[config.mk]
export PLATFORM = sky130hd
export DESIGN_NAME = aa_ctrl_top
export DESIGN_NICKNAME = d
export VERILOG_FILES = /design/src/hw/aa_ctrl_pkg.sv /design/src/hw/aa_ctrl_decode.sv /design/src/hw/aa_ctrl_execute.sv /design/src/hw/aa_ctrl_result.sv /design/src/hw/aa_ctrl_top.sv
export VERILOG_INCLUDE_DIRS = /design/src /design/src/hw
export SDC_FILE = /design/constraint.sdc
export NUM_CORES = 1
export LEC_CHECK = 0
export ABC_AREA = 1
export BUFFER_PORTS_ARGS = -buffer_cell sky130_fd_sc_hd__buf_2
export CAP_MARGIN = 0
export CORE_AREA = 2 2 245 247
export DETAILED_ROUTE_END_ITERATION = 10
export DIE_AREA = 0 0 247 249
export HOLD_SLACK_MARGIN = 0.12
export PLACE_DENSITY_LB_ADDON = 0.2
export SLEW_MARGIN = 0
export SYNTH_ARGS = -nofsm -noshare
export SYNTH_HDL_FRONTEND = slang
export SYNTH_HIERARCHICAL = 1
export SYNTH_SLANG_ARGS = --single-unit
[constraint.sdc]
create_clock -name axi_aclk -period 3.97 [get_ports axi_aclk]
set_input_delay 0.1985 -clock axi_aclk [delete_from_list [all_inputs] [get_ports axi_aclk]]
set_output_delay 0.1985 -clock axi_aclk [all_outputs]
set_load 0.02 [all_outputs]
[src/hw/aa_ctrl_consts.svh]
/*
 * AA register controller constants
 * Bus widths, local address windows, mailbox sizing and the
 * AXI-Stream tuser tag used by remote mailbox writes.
 */

`ifndef AA_CTRL_CONSTS_SVH
`define AA_CTRL_CONSTS_SVH

// ----------------------------------------------------------------------
// bus widths
// ----------------------------------------------------------------------
`define AA_DATA_W       32
`define AA_STRB_W       4
`define AA_LS_ADDR_W    15
`define AA_SS_ADDR_W    28

// ----------------------------------------------------------------------
// local address map
// ----------------------------------------------------------------------
`define AA_MB_LOW       15'h2000
`define AA_MB_HIGH      15'h201F
`define AA_AA_LOW       15'h2100
`define AA_AA_HIGH      15'h2107
// top of the local MB/AA range, the rest above 0x2107 is unsupported
`define AA_UNSUPP_HIGH  15'h2FFF

// mailbox sizing
`define AA_MB_COUNT     8
`define AA_IDX_W        3

// remote beat tag and read-back filler
`define AA_TUSER_WRITE  2'b01
`define AA_ALL_ONES     32'hFFFF_FFFF

`endif

[src/hw/aa_ctrl_pkg.sv]
/*
 * AA register controller package
 * Bus word, strobe, address and index types plus the operation
 * and source encodings passed between the pipeline stages.
 */

`include "aa_ctrl_consts.svh"

package aa_ctrl_pkg;

    typedef logic [`AA_DATA_W-1:0]    data_t;
    typedef logic [`AA_STRB_W-1:0]    strb_t;
    typedef logic [`AA_LS_ADDR_W-1:0] ls_addr_t;
    typedef logic [`AA_IDX_W-1:0]     mb_idx_t;

    // requester that issued an operation
    typedef enum logic {
        src_ls = 1'b0,
        src_ss = 1'b1
    } src_e;

    // decoded operation, zero is the harmless one
    typedef enum logic [2:0] {
        op_wr_mb     = 3'd1,
        op_rd_mb     = 3'd2,
        op_wr_aa     = 3'd3,
        op_rd_aa     = 3'd4,
        op_rd_unsupp = 3'd5,
        op_ignore    = 3'd0
    } op_e;

endpackage

[src/hw/aa_ctrl_decode.sv]
/*
 * AA register controller, decode stage
 * Round-robin choice between the AXI-Lite and AXI-Stream backends,
 * two-beat capture of remote mailbox writes, and address decode
 * into a single operation pulse for the execute stage.
 */

`timescale 1ns/1ns

`include "aa_ctrl_consts.svh"

module aa_ctrl_decode (
    input  logic                   axi_aclk,
    input  logic                   axi_aresetn,
    input  logic                   bk_ls_valid,
    input  logic                   bk_ls_rd_wr,
    input  aa_ctrl_pkg::ls_addr_t  bk_ls_addr,
    input  aa_ctrl_pkg::data_t     bk_ls_wdata,
    input  aa_ctrl_pkg::strb_t     bk_ls_wstrb,
    input  logic                   bk_ss_valid,
    input  aa_ctrl_pkg::data_t     bk_ss_data,
    input  logic [1:0]             bk_ss_user,
    input  logic                   ls_done,
    input  logic                   ss_done,
    output logic                   ss_hdr_ready,
    output logic                   op_valid,
    output aa_ctrl_pkg::op_e       op_kind,
    output aa_ctrl_pkg::src_e      op_src,
    output aa_ctrl_pkg::mb_idx_t   op_idx,
    output aa_ctrl_pkg::data_t     op_wdata,
    output aa_ctrl_pkg::strb_t     op_wstrb
);

    typedef enum logic [2:0] {
        st_idle,
        st_ls,
        st_ss_hdr,
        st_ss_wait,
        st_issue,
        st_busy
    } state_e;

    state_e                  state;
    aa_ctrl_pkg::src_e       last_src;
    logic                    pick_ls;
    logic                    pick_ss;
    logic                    ls_in_mb;
    logic                    ls_in_aa;
    aa_ctrl_pkg::op_e        ls_kind;
    logic [`AA_SS_ADDR_W-1:0] hdr_addr;
    logic                    hdr_in_mb;

    // ------------------------------------------------------------------
    // round robin, the side served last loses a tie
    // ------------------------------------------------------------------
    assign pick_ls = bk_ls_valid && (!bk_ss_valid || last_src == aa_ctrl_pkg::src_ss);
    assign pick_ss = bk_ss_valid && !pick_ls;

    // local address windows
    assign ls_in_mb = (bk_ls_addr >= `AA_MB_LOW) && (bk_ls_addr <= `AA_MB_HIGH);
    assign ls_in_aa = (bk_ls_addr >= `AA_AA_LOW) && (bk_ls_addr <= `AA_AA_HIGH);

    always_comb begin
        if (bk_ls_rd_wr) begin
            if (ls_in_mb) begin
                ls_kind = aa_ctrl_pkg::op_rd_mb;
            end else if (ls_in_aa) begin
                ls_kind = aa_ctrl_pkg::op_rd_aa;
            end else begin
                // unsupported or outside the windows, both read as all ones
                ls_kind = aa_ctrl_pkg::op_rd_unsupp;
            end
        end else begin
            if (ls_in_mb) begin
                ls_kind = aa_ctrl_pkg::op_wr_mb;
            end else if (ls_in_aa) begin
                ls_kind = aa_ctrl_pkg::op_wr_aa;
            end else begin
                ls_kind = aa_ctrl_pkg::op_ignore;
            end
        end
    end

    // remote header, only the mailbox window is writable
    assign hdr_addr  = bk_ss_data[`AA_SS_ADDR_W-1:0];
    assign hdr_in_mb = (hdr_addr >= `AA_SS_ADDR_W'(`AA_MB_LOW)) &&
                       (hdr_addr <= `AA_SS_ADDR_W'(`AA_MB_HIGH));

    // ------------------------------------------------------------------
    // request FSM
    // ------------------------------------------------------------------
    always_ff @(posedge axi_aclk or negedge axi_aresetn) begin
        if (!axi_aresetn) begin
            state    <= st_idle;
            last_src <= aa_ctrl_pkg::src_ss;
            op_kind  <= aa_ctrl_pkg::op_ignore;
            op_src   <= aa_ctrl_pkg::src_ls;
            op_idx   <= '0;
            op_wdata <= '0;
            op_wstrb <= '0;
        end else begin
            case (state)
                st_idle: begin
                    if (pick_ls) begin
                        state    <= st_ls;
                        last_src <= aa_ctrl_pkg::src_ls;
                        op_src   <= aa_ctrl_pkg::src_ls;
                        op_kind  <= ls_kind;
                        op_idx   <= bk_ls_addr[`AA_IDX_W+1:2];
                        op_wdata <= bk_ls_wdata;
                        op_wstrb <= bk_ls_wstrb;
                    end else if (pick_ss) begin
                        last_src <= aa_ctrl_pkg::src_ss;
                        op_src   <= aa_ctrl_pkg::src_ss;
                        if (bk_ss_user == `AA_TUSER_WRITE) begin
                            state <= st_ss_hdr;
                        end else begin
                            // unknown tag, swallow this beat only
                            state    <= st_issue;
                            op_kind  <= aa_ctrl_pkg::op_ignore;
                            op_wdata <= '0;
                            op_wstrb <= '0;
                        end
                    end
                end
                st_ls: begin
                    state <= st_busy;
                end
                st_ss_hdr: begin
                    // header taken at the end of the ready cycle
                    op_kind  <= hdr_in_mb ? aa_ctrl_pkg::op_wr_mb : aa_ctrl_pkg::op_ignore;
                    op_idx   <= hdr_addr[`AA_IDX_W+1:2];
                    op_wstrb <= bk_ss_data[`AA_DATA_W-1 -: `AA_STRB_W];
                    state    <= st_ss_wait;
                end
                st_ss_wait: begin
                    if (bk_ss_valid) begin
                        op_wdata <= bk_ss_data;
                        state    <= st_issue;
                    end
                end
                st_issue: begin
                    state <= st_busy;
                end
                st_busy: begin
                    if (ls_done || ss_done) begin
                        state <= st_idle;
                    end
                end
                default: begin
                    state <= st_idle;
                end
            endcase
        end
    end

    assign op_valid     = (state == st_ls) || (state == st_issue);
    assign ss_hdr_ready = (state == st_ss_hdr);

endmodule

[src/hw/aa_ctrl_execute.sv]
/*
 * AA register controller, execute stage
 * Mailbox and AA control registers, strobed write application,
 * read data selection and the interrupt line.
 */

`timescale 1ns/1ns

`include "aa_ctrl_consts.svh"

module aa_ctrl_execute (
    input  logic                   axi_aclk,
    input  logic                   axi_aresetn,
    input  logic                   op_valid,
    input  aa_ctrl_pkg::op_e       op_kind,
    input  aa_ctrl_pkg::src_e      op_src,
    input  aa_ctrl_pkg::mb_idx_t   op_idx,
    input  aa_ctrl_pkg::data_t     op_wdata,
    input  aa_ctrl_pkg::strb_t     op_wstrb,
    output logic                   exec_done,
    output aa_ctrl_pkg::data_t     exec_rdata,
    output aa_ctrl_pkg::src_e      exec_src,
    output logic                   axi_interrupt
);

    // mailbox words, dword addressed from 0x2000
    aa_ctrl_pkg::data_t mb_regs [`AA_MB_COUNT];

    // AA register bit 0 of offsets 0 and 4
    logic               int_en;
    logic               int_sts;
    aa_ctrl_pkg::data_t rd_value;
    logic               aa_bit;

    // ------------------------------------------------------------------
    // read selection
    // ------------------------------------------------------------------
    assign aa_bit = op_idx[0] ? int_sts : int_en;

    always_comb begin
        case (op_kind)
            aa_ctrl_pkg::op_rd_mb: begin
                rd_value = mb_regs[op_idx];
            end
            aa_ctrl_pkg::op_rd_aa: begin
                // upper bits read as zero
                rd_value = {{(`AA_DATA_W-1){1'b0}}, aa_bit};
            end
            aa_ctrl_pkg::op_rd_unsupp: begin
                rd_value = `AA_ALL_ONES;
            end
            default: begin
                rd_value = '0;
            end
        endcase
    end

    // ------------------------------------------------------------------
    // register updates
    // ------------------------------------------------------------------
    always_ff @(posedge axi_aclk or negedge axi_aresetn) begin
        if (!axi_aresetn) begin
            for (int i = 0; i < `AA_MB_COUNT; i++) begin
                mb_regs[i] <= '0;
            end
            int_en     <= 1'b0;
            int_sts    <= 1'b0;
            exec_done  <= 1'b0;
            exec_rdata <= '0;
            exec_src   <= aa_ctrl_pkg::src_ls;
        end else begin
            exec_done <= op_valid;
            if (op_valid) begin
                exec_src   <= op_src;
                exec_rdata <= rd_value;
                case (op_kind)
                    aa_ctrl_pkg::op_wr_mb: begin
                        for (int b = 0; b < `AA_STRB_W; b++) begin
                            if (op_wstrb[b]) begin
                                mb_regs[op_idx][8*b +: 8] <= op_wdata[8*b +: 8];
                            end
                        end
                        // remote mailbox write flags the local side, enable or not
                        if (op_src == aa_ctrl_pkg::src_ss) begin
                            int_sts <= 1'b1;
                        end
                    end
                    aa_ctrl_pkg::op_wr_aa: begin
                        if (op_wstrb[0]) begin
                            if (!op_idx[0]) begin
                                int_en <= op_wdata[0];
                            end else if (op_wdata[0]) begin
                                // write one to clear
                                int_sts <= 1'b0;
                            end
                        end
                    end
                    default: begin
                    end
                endcase
            end
        end
    end

    assign axi_interrupt = int_en & int_sts;

endmodule

[src/hw/aa_ctrl_result.sv]
/*
 * AA register controller, result stage
 * Turns the execute completion into a ready pulse toward the
 * served requester and registers the read data for AXI-Lite.
 */

`timescale 1ns/1ns

module aa_ctrl_result (
    input  logic                   axi_aclk,
    input  logic                   axi_aresetn,
    input  logic                   exec_done,
    input  aa_ctrl_pkg::data_t     exec_rdata,
    input  aa_ctrl_pkg::src_e      exec_src,
    input  logic                   ss_hdr_ready,
    output logic                   bk_ls_ready,
    output aa_ctrl_pkg::data_t     bk_ls_rdata,
    output logic                   bk_ss_ready,
    output logic                   ls_done,
    output logic                   ss_done
);

    logic ls_hit;
    logic ss_hit;

    assign ls_hit = exec_done && (exec_src == aa_ctrl_pkg::src_ls);
    assign ss_hit = exec_done && (exec_src == aa_ctrl_pkg::src_ss);

    // ------------------------------------------------------------------
    // completion pulses and read data
    // ------------------------------------------------------------------
    always_ff @(posedge axi_aclk or negedge axi_aresetn) begin
        if (!axi_aresetn) begin
            ls_done     <= 1'b0;
            ss_done     <= 1'b0;
            bk_ls_rdata <= '0;
        end else begin
            ls_done <= ls_hit;
            ss_done <= ss_hit;
            // rdata only carries a value in the ready cycle
            if (ls_hit) begin
                bk_ls_rdata <= exec_rdata;
            end else begin
                bk_ls_rdata <= '0;
            end
        end
    end

    assign bk_ls_ready = ls_done;

    // header acknowledge and final beat share the stream ready
    assign bk_ss_ready = ss_done | ss_hdr_ready;

endmodule

[src/hw/aa_ctrl_top.sv]
/*
 * AA register controller
 * Serves AXI-Lite slave and AXI-Stream slave backend requests
 * against the mailbox and AA control registers.
 */

`timescale 1ns/1ns

module aa_ctrl_top (
    input  logic                   axi_aclk,
    input  logic                   axi_aresetn,
    input  logic                   bk_ls_valid,
    input  logic                   bk_ls_rd_wr,
    input  aa_ctrl_pkg::ls_addr_t  bk_ls_addr,
    input  aa_ctrl_pkg::data_t     bk_ls_wdata,
    input  aa_ctrl_pkg::strb_t     bk_ls_wstrb,
    input  logic                   bk_ss_valid,
    input  aa_ctrl_pkg::data_t     bk_ss_data,
    input  logic [1:0]             bk_ss_user,
    output logic                   bk_ls_ready,
    output aa_ctrl_pkg::data_t     bk_ls_rdata,
    output logic                   bk_ss_ready,
    output logic                   axi_interrupt
);

    // decode to execute
    logic                  op_valid;
    aa_ctrl_pkg::op_e      op_kind;
    aa_ctrl_pkg::src_e     op_src;
    aa_ctrl_pkg::mb_idx_t  op_idx;
    aa_ctrl_pkg::data_t    op_wdata;
    aa_ctrl_pkg::strb_t    op_wstrb;
    logic                  ss_hdr_ready;

    // execute to result, and completion back to decode
    logic                  exec_done;
    aa_ctrl_pkg::data_t    exec_rdata;
    aa_ctrl_pkg::src_e     exec_src;
    logic                  ls_done;
    logic                  ss_done;

    aa_ctrl_decode i_decode (
        .axi_aclk     (axi_aclk),
        .axi_aresetn  (axi_aresetn),
        .bk_ls_valid  (bk_ls_valid),
        .bk_ls_rd_wr  (bk_ls_rd_wr),
        .bk_ls_addr   (bk_ls_addr),
        .bk_ls_wdata  (bk_ls_wdata),
        .bk_ls_wstrb  (bk_ls_wstrb),
        .bk_ss_valid  (bk_ss_valid),
        .bk_ss_data   (bk_ss_data),
        .bk_ss_user   (bk_ss_user),
        .ls_done      (ls_done),
        .ss_done      (ss_done),
        .ss_hdr_ready (ss_hdr_ready),
        .op_valid     (op_valid),
        .op_kind      (op_kind),
        .op_src       (op_src),
        .op_idx       (op_idx),
        .op_wdata     (op_wdata),
        .op_wstrb     (op_wstrb)
    );

    aa_ctrl_execute i_execute (
        .axi_aclk      (axi_aclk),
        .axi_aresetn   (axi_aresetn),
        .op_valid      (op_valid),
        .op_kind       (op_kind),
        .op_src        (op_src),
        .op_idx        (op_idx),
        .op_wdata      (op_wdata),
        .op_wstrb      (op_wstrb),
        .exec_done     (exec_done),
        .exec_rdata    (exec_rdata),
        .exec_src      (exec_src),
        .axi_interrupt (axi_interrupt)
    );

    aa_ctrl_result i_result (
        .axi_aclk     (axi_aclk),
        .axi_aresetn  (axi_aresetn),
        .exec_done    (exec_done),
        .exec_rdata   (exec_rdata),
        .exec_src     (exec_src),
        .ss_hdr_ready (ss_hdr_ready),
        .bk_ls_ready  (bk_ls_ready),
        .bk_ls_rdata  (bk_ls_rdata),
        .bk_ss_ready  (bk_ss_ready),
        .ls_done      (ls_done),
        .ss_done      (ss_done)
    );

endmodule

## Word-level counts from Yosys, hierarchy flattened

Cells that the tools add are included.

- Bits of input ports: 90
- Word-level logic and storage cells: 145
- Flip-flop bits (word level): 373

- Multiplexer cells: 62
- Equal/unequal tests: 20
- Reductions and logical operators: 27
- Magnitude comparators: 8
- Bitwise operators: 5

Operators by type and width:

| operator | count |
|---|---|
| $mux W256 | 10 |
| $bwmux W256 | 4 |
| $demux W32 S3 | 4 |
| $mux W32 | 8 |
| $bmux W32 S3 | 1 |
| $pmux W32 S3 | 1 |
| $pmux W32 S2 | 1 |
| $mux W3 | 12 |
| $ge A15 B14 Y1 const B | 2 |
| $le A15 B14 Y1 const B | 2 |
| $ge A28 B14 Y1 const B | 1 |
| $le A28 B14 Y1 const B | 1 |
| $mux W24 | 1 |
| $mux W16 | 1 |
| $pmux W3 S5 | 1 |
| $eq A3 B2 Y1 const B | 4 |
| $eq A3 B3 Y1 const B | 4 |
| $mux W4 | 3 |
| $pmux W3 S2 | 2 |
| $ne A2 B2 Y1 const B | 5 |
| $mux W1 | 9 |
| $logic_and A1 B1 Y1 | 8 |
| $mux W8 | 1 |
| $pmux W4 S2 | 1 |
| other kinds (22) | 35 |

## Longest topological paths before layout

- Depth after elaboration: 19
- Mapped depth: 10
- Depth with buffers taken out: 9

## Modules after synthesis

Netlist, hierarchy kept.

By module, submodules not included:

| module | instances | cells an instance | sequential area each (µm²) | area an instance (µm²) |
|---|---|---|---|---|
| aa_ctrl_execute | 1 | 1623 | 7307.0 | 13691.9 |
| aa_ctrl_decode | 1 | 358 | 1177.4 | 2570.0 |
| aa_ctrl_result | 1 | 108 | 850.8 | 1237.4 |

## Least setup slack after synthesis

Ideal clock, no wire load.

- Kind: register to register
- Start: register i_decode.state[0]
- End: register i_execute/mb_regs[39] (netlist bit)
- Cell stages (with the launch flop): 11
- Slack: 1902 ps
- Period minus slack after synthesis: 2068 ps
- Setup time: 125 ps
- Buffers on the path: 2
- Arrival: 1943 ps
- Cells stage by stage: dfrtp_1 > nand2_1 > inv_1 > nor3_1 > buf_4 > nand4_4 > nor2_8 > nand2_2 > buf_6 > nand2_1 > o21ai_2

- Cells in the longest elaborated chain, start to end: 3
- Elaborated cells between the ends (all ways): 4
- Those cells by class: 2 x eq/ne; 2 x reduce/logical

Ends and longest elaborated chain:

| item | RTL line | source |
|---|---|---|
| start: declaration | aa_ctrl_decode.sv:43 | `state_e state;` |
| start signal: assignment | aa_ctrl_decode.sv:94 | `state <= st_idle;` |
| start signal: assignment | aa_ctrl_decode.sv:105 | `state <= st_ls;` |
| start signal: assignment | aa_ctrl_decode.sv:116 | `state <= st_ss_hdr;` |
| $eq A3 B1 Y1 or $eq A3 B3 Y1 (tied branches) | aa_ctrl_decode.sv:157 | `assign op_valid = (state == st_ls) \|\| (state == st_issue);` |
| $logic_or A1 B1 Y1 (*) | aa_ctrl_decode.sv:157 |  |
| net op_valid | aa_ctrl_top.sv:27 | `logic op_valid;` |
| $reduce_and A2 Y1 (no line) (*) | n/a |  |
| end signal: indexed assignment | aa_ctrl_execute.sv:80 | `mb_regs[op_idx][8*b +: 8] <= op_wdata[8*b +: 8];` |
| end: declaration | aa_ctrl_execute.sv:27 | `` aa_ctrl_pkg::data_t mb_regs [`AA_MB_COUNT]; `` |

Mark *: on every way through the listed nets, which the timed path passes. The rest lies on a longest branch.
A chain may end at the register's enable or synchronous reset.

## Final worst setup path

- Start: register i_decode.state[0]
- End: register i_execute/mb_regs[253] (netlist bit)

Same word-level chain as after synthesis.

==> flow_metrics.tcl <==
set metrics [dict create \
    vdd_drop_max_v 0.0002377 \
    clock-sinks 373 \
    antenna_found_initial 0 \
    synthDistinctLibCells 32 \
    fin_util 0.3540 \
    clk_latency_ns 0.57 \
    h-tree-depth 2 \
    final_cell_mix "572 x nand2_1, 371 x dfrtp_1, 226 x o21ai_1" \
    cts_tree "yes" \
    syn_inst 2089 \
    leakage_nw 9.866 \
    crit_arrival_ns 2.96 \
    grt_pass1_vias 13460 \
    overflow 0 \
    layout_commonest_cell "nand2_1" \
    place_inst 2897 \
    rrSetupSlack_ns 1.44 \
    setup_viol 0 \
    slew_headroom 0.2903 \
    postSynthAreaPerCell_um2 8.377 \
    portBuffers 122 \
    drc_errors 0 \
    dr.first_iter.drc_count 927 \
    total_power_w 0.007941 \
    dp_hpwl_um 31310 \
    ant_nets 0 \
    fin_cells 3056 \
    critical_path_class "flip-flop to flip-flop" \
    fin_crit_ns 2.531 \
    finalHoldViolCount 0 \
    ys_warn_count 6 \
    cap_violations 0 \
    end_kind "flip-flop" \
    ios 125 \
    syn_area_mm2 0.01750 \
    vias 14010 \
    core_mm2 0.05869 \
    cts_setup_buffers 0 \
    cts_buffers 43 \
    initial_core_util 0.2982 \
    worst_slew_pin_slew_ns 1.063 \
    viasPerCell 4.584 \
    rsz0062_at_grt "false" \
    cp_max_fo 16 \
    clockRootBuffer "clkbuf_16" \
    die_area_mm2 0.06150 \
    status "finished, final reports clean" \
    firstDrtPassIters 5 \
    n_antenna_cell 0 \
    slew_viol_final 0 \
    syn_to_final_growth_pct 18.72 \
    syn_nets 2179 \
    yosysSeqAreaShare 0.5335 \
    ys_ff_latch 373 \
    period_share 0.6376 \
    drt-total-wl_um 48150 \
    tns_ns 0 \
    hp-class "input pin to flip-flop" \
    num_rows 89 \
    clk_path_buf_depth 3 \
    die_x_um 247 \
    drive_above_1_share 0.1735 \
    grt_usage 0.1591 \
    grt_max_degree 221 \
    start_kind "flip-flop" \
    clk_pin_slew_ns 0.06 \
    die_h_um 249 \
    gp_congestion 0.7935 \
    fin_skew_ns 0.01789 \
    critical_path_required_ns 4.40 \
    power_density_mw_per_mm2 382.2 \
    avgRoutedWirePerCell_um 15.76 \
    grt_pass1_wl_um 76510 \
    max_freq_mhz 395.1 \
    final_nets 2340 \
]
## worst max-delay path, stage by stage, from the launching register on
cell and delay, ns:
dfrtp_1 0.41, nor2_1 0.12, nor3_2 0.59, nand4_4 0.38
nor2_8 0.32, nand2_2 0.33, nand2_1 0.18, o21ai_2 0.06
## through the flow
stage | area [um^2] | hold WS (ns) | setup WS (ns)
after floorplan | 17500 | -0.09709 | 1.902
after global placement | 18620 | 0.2761 | 1.425
after detailed placement | 18620 | 0.2862 | 1.420
after CTS | 20770 | 0.1241 | 1.406
after global routing | 20770 | 0.1707 | 1.237
final | 20770 | 0.1660 | 1.439
## logic make-up after synthesis
kind of cell	after synthesis	synth area share
buffers and inverters	313	0.08258
flip-flops	373	0.5335
AO/OA/AOI/OAI	467	0.1467
AND/OR/NAND/NOR	936	0.2372
## final cells by class
class                   instances  area [um^2]
inverters                     210        788.3
multi-input cells            1403         6734
well taps                     773        967.2
clock buffers                  66         1255
clock inverters                12        90.09
flip-flops and latches        373         9339
fillers                      6116        37910
repair buffers                219         1602
## worst paths after layout
path                                         from                     end  cells after the start
min in group asynchronous             axi_aresetn  i_execute/mb_regs[239]                      2
min reg2reg                i_execute/mb_regs[103]  i_execute/mb_regs[103]                      2
max                             i_decode/state[0]  i_execute/mb_regs[253]                      7
max reg2reg                     i_decode/state[0]  i_execute/mb_regs[253]                      7
min                                 bk_ls_addr[7]     i_decode/op_kind[1]                      6
max in group asynchronous             axi_aresetn  i_execute/mb_regs[116]                      3
## synthesized netlist by cell type
cell	n	area, um^2
o31ai_1	1	7.510
nor3_1	5	25.02
buf_4	6	45.04
buf_6	28	315.3
nand3_4	1	17.52
nand2_1	572	2147
a22oi_1	3	22.52
o211ai_1	32	240.2
inv_1	200	750.7
clkbuf_1	38	142.6
nor2_2	35	219.0
dfstp_2	1	26.28
o21ai_1	226	1131
a31oi_1	7	43.79
and2_1	1	6.260
nor2_8	4	80.08
nand2_4	9	101.4
buf_1	1	3.750
o21ai_0	128	640.6
o21ai_2	35	306.5
nand2_2	26	162.7
a21oi_1	35	175.2
dfrtp_1	372	9309
nand3_1	75	375.4
nand4_4	1	21.27
nor2_4	3	33.78
inv_2	10	37.54
nand3b_1	3	22.52
or2_2	64	400.4
buf_2	30	150.1
nor2_1	133	499.2
nand3_2	4	40.04
## where the power goes
| group | switching [W] | internal (W) | total [W] | leakage (nW) |
|---|---|---|---|---|
| combinational | 0.000197 | 0.000113 | 0.000310 | 4.09 |
| clock | 0.00155 | 0.00224 | 0.00379 | 0.659 |
| sequential | 0.0000165 | 0.00382 | 0.00384 | 5.12 |
| total | 0.00177 | 0.00617 | 0.00794 | 9.87 |
## registers in the layout (all words and copies together) (netlist names)
register / flops
i_decode/op_kind: 3
i_decode/op_src: 1
i_decode/op_wstrb: 4
i_result/bk_ls_ready: 1
i_execute/int_sts: 1
i_decode/state: 3
i_decode/op_idx: 3
i_decode/op_wdata: 32
i_execute/exec_done: 1
i_execute/exec_rdata: 32
i_decode/last_src: 1
i_result/ss_done: 1
i_result/bk_ls_rdata: 32
i_execute/mb_regs: 256
i_execute/exec_src: 1
i_execute/int_en: 1
## routing by layer
layer	up-vias	track usage	routed length (um)
li1	6989	-	-
met1	6644	0.2252	23100
met2	322	0.2519	22070
met3	53	0.02435	2136
met4	0	0.04320	838
met5	-	0	0
## repair_timing
action / 4_1_cts / 5_1_grt
gates resized for setup: 0 / 0
hold buffers: 81 / 0
hold endpoints to repair: 126 / 0
Power figures use the tool's default switching activity.
